--- src/hw/adder_pkg.sv ---
// Adder package with the significand datapath width, operation code and stream payloads
`default_nettype none

package adder_pkg;

	// Single-precision significand including the hidden bit
	localparam int sig_w = 24;

	localparam int tag_w = 4;

	// Subtract is a + ~b + 1
	typedef enum logic {
		op_add = 1'b0,
		op_sub = 1'b1
	} add_op_t;

	// Request, 53 bits
	typedef struct packed {
		add_op_t          op;
		logic [tag_w-1:0] tag;
		logic [sig_w-1:0] a;
		logic [sig_w-1:0] b;
	} add_req_t;

	// Response, 30 bits
	// On a subtract, cout high means no borrow
	typedef struct packed {
		logic [tag_w-1:0] tag;
		logic [sig_w-1:0] sum;
		logic             cout;
		logic             zero;
	} add_rsp_t;

endpackage

`default_nettype wire
--- src/hw/stream_if.sv ---
// Valid/ready stream interface carrying a typed payload
`timescale 1ns/1ns
`default_nettype none

interface stream_if #(
	parameter type payload_t = logic
);

	logic     valid;
	logic     ready;
	payload_t payload;

	// Producer holds valid and payload until the transfer edge
	modport producer (
		output valid,
		output payload,
		input  ready
	);

	modport consumer (
		input  valid,
		input  payload,
		output ready
	);

endinterface

`default_nettype wire

--- src/hw/adder_top.sv ---
// Significand add/subtract top level with input and output register slices
`timescale 1ns/1ns
`default_nettype none

module adder_top
	import adder_pkg::*;
(
	input  logic             clk,
	input  logic             rst_n,

	input  logic             in_valid,
	output logic             in_ready,
	input  add_op_t          in_op,
	input  logic [tag_w-1:0] in_tag,
	input  logic [sig_w-1:0] in_a,
	input  logic [sig_w-1:0] in_b,

	output logic             out_valid,
	input  logic             out_ready,
	output logic [tag_w-1:0] out_tag,
	output logic [sig_w-1:0] out_sum,
	output logic             out_cout,
	output logic             out_zero
);

	add_rsp_t out_d;

	stream_if #(.payload_t(add_req_t)) in_s ();
	stream_if #(.payload_t(add_req_t)) req_s ();
	stream_if #(.payload_t(add_rsp_t)) rsp_s ();
	stream_if #(.payload_t(add_rsp_t)) out_s ();

	// Request side
	assign in_s.valid   = in_valid;
	assign in_s.payload = '{op: in_op, tag: in_tag, a: in_a, b: in_b};
	assign in_ready     = in_s.ready;

	pipe_stage #(
		.payload_t(add_req_t)
	) u_in_stage (
		.clk   (clk),
		.rst_n (rst_n),
		.up    (in_s.consumer),
		.dn    (req_s.producer)
	);

	add_unit u_add_unit (
		.req (req_s.consumer),
		.rsp (rsp_s.producer)
	);

	pipe_stage #(
		.payload_t(add_rsp_t)
	) u_out_stage (
		.clk   (clk),
		.rst_n (rst_n),
		.up    (rsp_s.consumer),
		.dn    (out_s.producer)
	);

	// Response side
	assign out_d       = out_s.payload;
	assign out_s.ready = out_ready;
	assign out_valid   = out_s.valid;
	assign out_tag     = out_d.tag;
	assign out_sum     = out_d.sum;
	assign out_cout    = out_d.cout;
	assign out_zero    = out_d.zero;

endmodule

`default_nettype wire

--- src/hw/add_unit.sv ---
// Add unit, conditions operands for add/subtract and forms the response flags
`timescale 1ns/1ns
`default_nettype none

module add_unit
	import adder_pkg::*;
(
	stream_if.consumer req,
	stream_if.producer rsp
);

	add_req_t         req_d;
	add_rsp_t         rsp_d;
	logic             sub;
	logic [sig_w-1:0] b_in;
	logic [sig_w-1:0] sum;
	logic             cout;

	assign req_d = req.payload;

	// Two's complement subtract, carry-in supplies the +1
	assign sub  = (req_d.op == op_sub);
	assign b_in = sub ? ~req_d.b : req_d.b;

	knowles_adder #(
		.width(sig_w)
	) u_adder (
		.a    (req_d.a),
		.b    (b_in),
		.cin  (sub),
		.sum  (sum),
		.cout (cout)
	);

	assign rsp_d.tag  = req_d.tag;
	assign rsp_d.sum  = sum;
	assign rsp_d.cout = cout;
	assign rsp_d.zero = ~|sum;

	assign rsp.payload = rsp_d;

	// No state here, handshake goes straight through
	assign rsp.valid = req.valid;
	assign req.ready = rsp.ready;

endmodule

`default_nettype wire

--- src/hw/knowles_adder.sv ---
// Knowles parallel-prefix adder using Ling pseudo-carries, purely combinational
`timescale 1ns/1ns
`default_nettype none

module knowles_adder #(
	parameter int width = 24
) (
	input  logic [width-1:0] a,
	input  logic [width-1:0] b,
	input  logic             cin,
	output logic [width-1:0] sum,
	output logic             cout
);

	// width+1 prefix positions, position 0 holds the carry-in
	localparam int stages = $clog2(width + 1);
	localparam int d_last = 1 << (stages - 1);

	logic [width:0] p;
	logic [width:0] g;
	logic [width:0] hc;
	logic [width:1] c;

	// First stage cell, g_lo already implies the shifted propagate
	function automatic logic [1:0] reduced_cell(
		input logic g_hi,
		input logic g_lo,
		input logic t_hi,
		input logic t_lo
	);
		return {g_hi | g_lo, t_hi & t_lo};
	endfunction

	function automatic logic [1:0] black_cell(
		input logic h_hi,
		input logic t_hi,
		input logic h_lo,
		input logic t_lo
	);
		return {h_hi | (t_hi & h_lo), t_hi & t_lo};
	endfunction

	// Span reaches position 0, no group propagate needed
	function automatic logic grey_cell(
		input logic h_hi,
		input logic t_hi,
		input logic h_lo
	);
		return h_hi | (t_hi & h_lo);
	endfunction

	assign p = {a | b, 1'b1};
	assign g = {a & b, cin};

	// Level s node i spans [i : i-2^s+1]
	// t is the Ling propagate, shifted down by one position
	for (genvar s = 0; s < stages; s++) begin : g_lvl
		logic [width:0] h;
		logic [width:0] t;

		if (s == 0) begin : g_pre
			assign h = g;
			assign t = {p[width-1:0], 1'b0};
		end else begin : g_tree
			localparam int d = 1 << (s - 1);

			for (genvar i = 0; i <= width; i++) begin : g_node
				if (i < d) begin : g_pass
					assign h[i] = g_lvl[s-1].h[i];
					assign t[i] = 1'b0;
				end else if (s == 1) begin : g_reduced
					assign {h[i], t[i]} = reduced_cell(g_lvl[0].h[i], g_lvl[0].h[i-1],
						g_lvl[0].t[i], g_lvl[0].t[i-1]);
				end else if (i < 2 * d) begin : g_grey
					assign h[i] = grey_cell(g_lvl[s-1].h[i], g_lvl[s-1].t[i],
						g_lvl[s-1].h[i-d]);
					assign t[i] = 1'b0;
				end else begin : g_black
					assign {h[i], t[i]} = black_cell(g_lvl[s-1].h[i], g_lvl[s-1].t[i],
						g_lvl[s-1].h[i-d], g_lvl[s-1].t[i-d]);
				end
			end
		end
	end

	// Last stage at fanout two
	// overlapping spans are harmless since the Ling cells are idempotent
	for (genvar i = 0; i <= width; i++) begin : g_last
		if (i < d_last) begin : g_pass
			assign hc[i] = g_lvl[stages-1].h[i];
		end else begin : g_grey
			assign hc[i] = grey_cell(g_lvl[stages-1].h[i], g_lvl[stages-1].t[i],
				g_lvl[stages-1].h[(i - d_last) | 1]);
		end
	end

	// True carry into position j is p[j-1] & H[j-1:0]
	assign c = p[width-1:0] & hc[width-1:0];

	// hc[j] = g[j] | c[j], so this gives a^b^carry without a separate xor of a and b
	assign sum  = (p[width:1] ^ hc[width:1]) | (g[width:1] & c);
	assign cout = p[width] & hc[width];

endmodule

`default_nettype wire

--- src/hw/pipe_stage.sv ---
// Pipe stage, a one-entry valid/ready register slice for any payload type
`timescale 1ns/1ns
`default_nettype none

module pipe_stage #(
	parameter type payload_t = logic
) (
	input  logic        clk,
	input  logic        rst_n,
	stream_if.consumer  up,
	stream_if.producer  dn
);

	logic     full;
	logic     load;
	logic     drain;
	payload_t data;

	// Ready when empty, or when the held item leaves on this edge
	assign up.ready = !full || dn.ready;

	assign load  = up.valid && up.ready;
	assign drain = full && dn.ready;

	always_ff @(posedge clk or negedge rst_n) begin
		if (!rst_n) begin
			full <= 1'b0;
		end else if (load) begin
			full <= 1'b1;
		end else if (drain) begin
			full <= 1'b0;
		end
	end

	always_ff @(posedge clk) begin
		if (load) begin
			data <= up.payload;
		end
	end

	assign dn.valid   = full;
	assign dn.payload = data;

endmodule

`default_nettype wire

--- config.mk ---
export PLATFORM = sky130hd
export DESIGN_NAME = adder_top
export DESIGN_NICKNAME = d
export VERILOG_FILES = /design/src/hw/adder_pkg.sv /design/src/hw/stream_if.sv /design/src/hw/adder_top.sv /design/src/hw/add_unit.sv /design/src/hw/knowles_adder.sv /design/src/hw/pipe_stage.sv
export SDC_FILE = /design/constraint.sdc
export NUM_CORES = 1
export LEC_CHECK = 0
export ABC_AREA = 1
export BUFFER_PORTS_ARGS = -buffer_cell sky130_fd_sc_hd__buf_2
export CAP_MARGIN = 20
export CELL_PAD_IN_SITES_DETAIL_PLACEMENT = 1
export CELL_PAD_IN_SITES_GLOBAL_PLACEMENT = 2
export CORE_MARGIN = 2
export CORE_UTILIZATION = 31
export CTS_CLUSTER_DIAMETER = 40
export DETAILED_ROUTE_END_ITERATION = 8
export PLACE_DENSITY_LB_ADDON = 0.1
export SETUP_SLACK_MARGIN = 0.02
export SKIP_LAST_GASP = 1
export SLEW_MARGIN = 20
export SYNTH_ARGS = -nofsm -noshare
export SYNTH_HDL_FRONTEND = slang
export SYNTH_SLANG_ARGS = --single-unit
export TNS_END_PERCENT = 30
--- constraint.sdc ---
create_clock -name clk -period 2.7 [get_ports clk]
set_clock_uncertainty 0.05 [all_clocks]
set_input_delay 0.27 -clock clk [delete_from_list [all_inputs] [get_ports clk]]
set_output_delay 0.27 -clock clk [all_outputs]
set_load 0.05 [all_outputs]
# Word level (Yosys, flattened, before mapping)
# Cells that the tools add are included.
[op_classes] addsub=0 mul=0 n_div=0 magnitude_cmp=0 n_eq_ne=0 n_shift=0 mux=5 n_bitwise=241 n_reduce_logical=11
[ops] cell="$and A1 B1 Y1" n=140
[ops] cell="$or A1 B1 Y1" n=94
[ops] cell="$and A24 B24 Y24" n=3
[ops] cell="$or A24 B24 Y24" n=2
[ops] cell="$mux W24" n=1
[ops] cell="$not A24 Y24" n=1
[ops] cell="$reduce_or A24 Y1" n=1
[ops] cell="$xor A24 B24 Y24" n=1
[ops] cell="$mux W1" n=4
[ops] cell="$reduce_bool A2 Y1" n=2
[ops] cell="$logic_and A1 B1 Y1" n=3
[ops] cell="$logic_not A1 Y1" n=3
[ops] cell="$logic_or A1 B1 Y1" n=2
[word_totals] register_bits=85 latchBits=0 mem_bits_rw=0 rom_bits=0 in_bits=57 out_inout_bits=32 wordCells=267 n_memories=0

# Logic depth before layout (Yosys ltp)
[logic_depth] ltp_word=16 mapped_depth=22 depth_no_buf=21

# Modules after synthesis
# From an unflattened synthesis, not the netlist that was laid out.
[unflattened] cells_unflattened=509 area_unflattened_um2=4984.8
[modules_own_cells] module="knowles_adder" instances=1 cells_per_inst=359 area_each_um2=2006.9 seq_area_each_um2=0.0
[modules_own_cells] module="pipe_stage (u_in_stage)" instances=1 cells_per_inst=59 area_each_um2=1636.6 seq_area_each_um2=1616.6
[modules_own_cells] module="pipe_stage (u_out_stage)" instances=1 cells_per_inst=36 area_each_um2=945.9 seq_area_each_um2=925.9
[modules_own_cells] module="add_unit" instances=1 cells_per_inst=55 area_each_um2=395.4 seq_area_each_um2=0.0

# Least setup slack after synthesis
# No wires, ideal clock.
[synth_path] path_type="reg2reg" start="reg u_out_stage.full (netlist: u_out_stage.dn.valid)" end="reg u_in_stage.data (netlist bit u_in_stage.dn.payload[0]), enable pin" t_arrival_ns=2.266 required_ns=2.243 path_slack_ns=-0.023 path_stages_with_launch=4 path_cell_list="dfrtp_1 -> nand3_1 -> nand2_1 -> inv_1"
[synth_between] elab_chain_cells=4
[synth_lines] element="start: declaration" line_no="pipe_stage.sv:14" text="logic full;"
[synth_lines] element="start signal: assignment" line_no="pipe_stage.sv:27" text="full <= 1'b0;"
[synth_lines] element="start signal: assignment" line_no="pipe_stage.sv:29" text="full <= 1'b1;"
[synth_lines] element="start signal: assignment" line_no="pipe_stage.sv:31" text="full <= 1'b0;"
[synth_lines] element="$logic_not A1 Y1" line_no="pipe_stage.sv:20" text="assign up.ready = !full || dn.ready;"
[synth_lines] element="$logic_or A1 B1 Y1 (2 in a row)" line_no="pipe_stage.sv:20"
[synth_lines] element="named net in_ready" line_no="adder_top.sv:12" text="output logic in_ready,"
[synth_lines] element="$logic_and A1 B1 Y1" line_no="pipe_stage.sv:22" text="assign load = up.valid && up.ready;"
[synth_lines] element="named net u_in_stage.load" line_no="pipe_stage.sv:15" text="logic load;"
[synth_lines] element="end signal: assignment" line_no="pipe_stage.sv:37" text="data <= up.payload;"
[synth_lines] element="end: declaration" line_no="pipe_stage.sv:17" text="payload_t data;"
# The timed path passes the listed nets, and every way through them passes these cells.
# A chain may end at the register's enable or synchronous reset.

==> results.cfg <==
[run_status]
status = complete, but fails checks
violations = negative setup slack

[setup_path]
crit_type = reg2reg
cp-start-kind = flip-flop
critPathBufInv = 5
crit_required_ns = 2.85
arrival_ns = 3.25
critPathSlowestCell = edfxtp_1
cpPeakStageDelay_ns = 0.50
path_cells = buf_6 -> buf_8 -> buf_12 -> xor2_2 -> or2_4 -> nand2_4 -> nor2_4 -> inv_1 -> nor2_2 -> inv_1 -> o211ai_1 -> ha_2 -> o21bai_4 -> nor2_2 -> nand3_1 -> nor2_1 -> nand2_1 -> nor2_1
end_kind = flip-flop
worstRegToRegCells = 18
rr_startpoint = u_in_stage.dn.payload[52]$_DFFE_PP_
critPathLaunch = u_in_stage.dn.payload[52]$_DFFE_PP_
worstSetupPathDepth = 18
cp_max_fo = 7
critical_path.top_delay_family = simple AND/OR/NAND/NOR gates

[route]
drc = 0
totalWireLength_um = 13460
via_per_inst = 4.548
wl_per_cell_um = 15.10
drtIter0Drc = 134
firstDrtPassIters = 4
ant_nets = 0
vias = 4052

[cells_and_area]
post-route-util = 0.4776
drive_gt1_frac = 0.5149
antenna_cells = 0
syn_to_final_growth_pct = 52.02
stdcell_count = 891
layout.nets = 777

[min_path]
hold_depth = 1
hold_start = in_a[2]
hp-class = in2reg

[timing]
worst_pin_slew_ns = 0.6374
finalCriticalPeriod_ns = 3.099
min_period_over_period = 1.148
finalHoldViolations = 0
fmax_mhz = 322.7
finalMaxSlewViolations = 0
setup_violations = 7
rsz0062_at_grt = yes
setup_ws_ns = -0.3985
slew_headroom = 0.5742

[placed_design]
dp.cells = 847
portBuffers = 88
dpl.hpwl_um = 10080
gp_congestion = 0.8083

[pwr]
powerDensity_nw_per_um2 = 677.6
ir_worst_vdd_mv = 0.3676
leakagePower_nw = 3.322

[floorplan]
rows = 45
pin_count = 89
core_area_sq_um = 15090
start_util = 0.3142
die_height_um = 127.7
die-area_sq_um = 16300
dieWidth_um = 127.7

[clock_network]
cts_max_level = 3
cts-root-buf = clkbuf_16
clk_latency_ns = 0.35
cts_made_buffers = 9
clk_pin_slew_worst_paths_ns = 0.07
clock_sinks = 85
clk_path_buf_depth = 2
tritoncts = built

[grt]
antenna_found_initial = 0
track_usage = 0.1704
first_global_vias = 4355
grt-ovfl-total = 0
grt_pass1_wl_um = 21330
grt_max_degree = 30

[synth]
syn-cell-area_sq_um = 4741
synth_area_leaders = edfxtp_1 53%, nand2_1 11%, inv_1 6.3%
avgSynthCellArea_sq_um = 9.577
syn_nets = 574
yosys_register_bits = 85
yosysTopAreaCellShare = 0.5257
yosysTopAreaCell = edfxtp_1
synth.yosys.seq_area_share = 0.5363
ys_types = 39
synth_warnings = 0
syn_inst = 495

[job]
drv_cap = 0
-- flip-flops by register name (all words and copies together) (netlist names) --
| register | cells |
|---|---|
| u_in_stage.dn.valid | 1 |
| u_out_stage.dn.payload | 30 |
| u_out_stage.dn.valid | 1 |
| u_in_stage.dn.payload | 53 |
-- placed cells by master (no fill, tap or decap), types with 4 or more instances in the layout --
cell type and instances:
buf_6 6, o21bai_4 6, nand2_4 12, or2_4 5, o21ai_2 5, buf_2 88, nand3_1 13, clkbuf_16 9
xnor2_4 5, nor2_2 14, edfxtp_1 83, nor2_4 6, buf_4 94, o21bai_1 14, nand3_2 11, inv_2 12
nand2_2 42, a21oi_2 6, buf_12 5, o211ai_1 4, nor2_1 19, ha_1 18, nand2_1 97, inv_1 68
-- area by class of cell --
cell class                 instances  area [sq um]
fill                            1721          7883
sequential                        85          2542
multi-input combinational        325          2476
timing repair buffer             195          1339
inverter                          82         314.1
tap                              188         235.2
clock buffer                       9         225.2
clock inverter                     7         75.07
-- cell usage after synthesis, drive strengths merged --
cell type	instances
nand2	151
edfxtp	83
inv	82
nor2	39
nand3	25
ha	22
o21bai	22
a21oi	12
o21ai	10
xor2	8
or2	7
xnor2	7
nand3b	5
o211ai	4
a31o	3
buf	3
nand4	3
a31oi	2
and2	2
dfrtp	2
nor3	2
nand2b	1
-- worst paths after layout --
path	end	slack [ns]
worst max-delay path	u_out_stage.dn.payload[0]$_DFFE_PP_	-0.40
min in group asynchronous	u_in_stage.dn.valid$_DFFE_PN0P_	0.18
worst min-delay path	u_in_stage.dn.payload[26]$_DFFE_PP_	0.04
max in group asynchronous	u_out_stage.dn.valid$_DFFE_PN0P_	2.33
worst max register to register	u_out_stage.dn.payload[0]$_DFFE_PP_	-0.40
worst min register to register	u_out_stage.dn.payload[29]$_DFFE_PP_	0.37
-- power breakdown --
group,internal [mW],leakage (nW),switching [mW]
combinational,0.809,2.36,1.11
clock,0.720,0.140,0.535
sequential,1.65,0.820,0.0664
total,3.18,3.32,1.71
-- per-layer routing --
metal / GRT usage / up-vias / wire [um]
met1: 0.2204 / 1943 / 6306
met4: 0.05430 / 0 / 203
met2: 0.2863 / 73 / 6426
met5: 0 / - / 0
li1: - / 2025 / -
met3: 0.03631 / 11 / 518
-- what timing repair did --
action / 4_1_cts / 5_1_grt
pin swaps: 18 / 52
cloned: 1 / 0
hold buffers: 1 / 0
buffers inserted: 12 / 16
endpoints found under the setup margin: 9 / 16
resized for setup: 58 / 109
hold endpoints to repair: 2 / 0
-- metrics by stage --
stage	cell area, sq um	setup TNS [ns]	power, mW	hold WS (ns)	setup slack (ns)
5_1_grt	7207	-2.333	5.167	0.02119	-0.6061
2_1_floorplan	4750	0	2.657	-0.07559	0.04542
4_1_cts	6626	-0.7598	4.716	0.02256	-0.3577
6_report	7207	-0.9468	4.883	0.03850	-0.3985
3_3_place_gp	6008	-0.7097	3.284	0.006637	-0.4111
3_5_place_dp	6008	-0.8291	3.312	0.009207	-0.4467
-- cells by family after synthesis --
| kind of cell | after synthesis | share of synthesized area |
|---|---|---|
| AND/OR/NAND/NOR | 235 | 0.2198 |
| buffers and inverters | 85 | 0.07522 |
| flip-flops | 85 | 0.5363 |
| AO/OA/AOI/OAI | 53 | 0.07654 |
| adder cells (fa/ha/maj) | 22 | 0.05806 |
| XOR/XNOR | 15 | 0.03405 |
No activity file was read; power rests on OpenSTA's default activity.
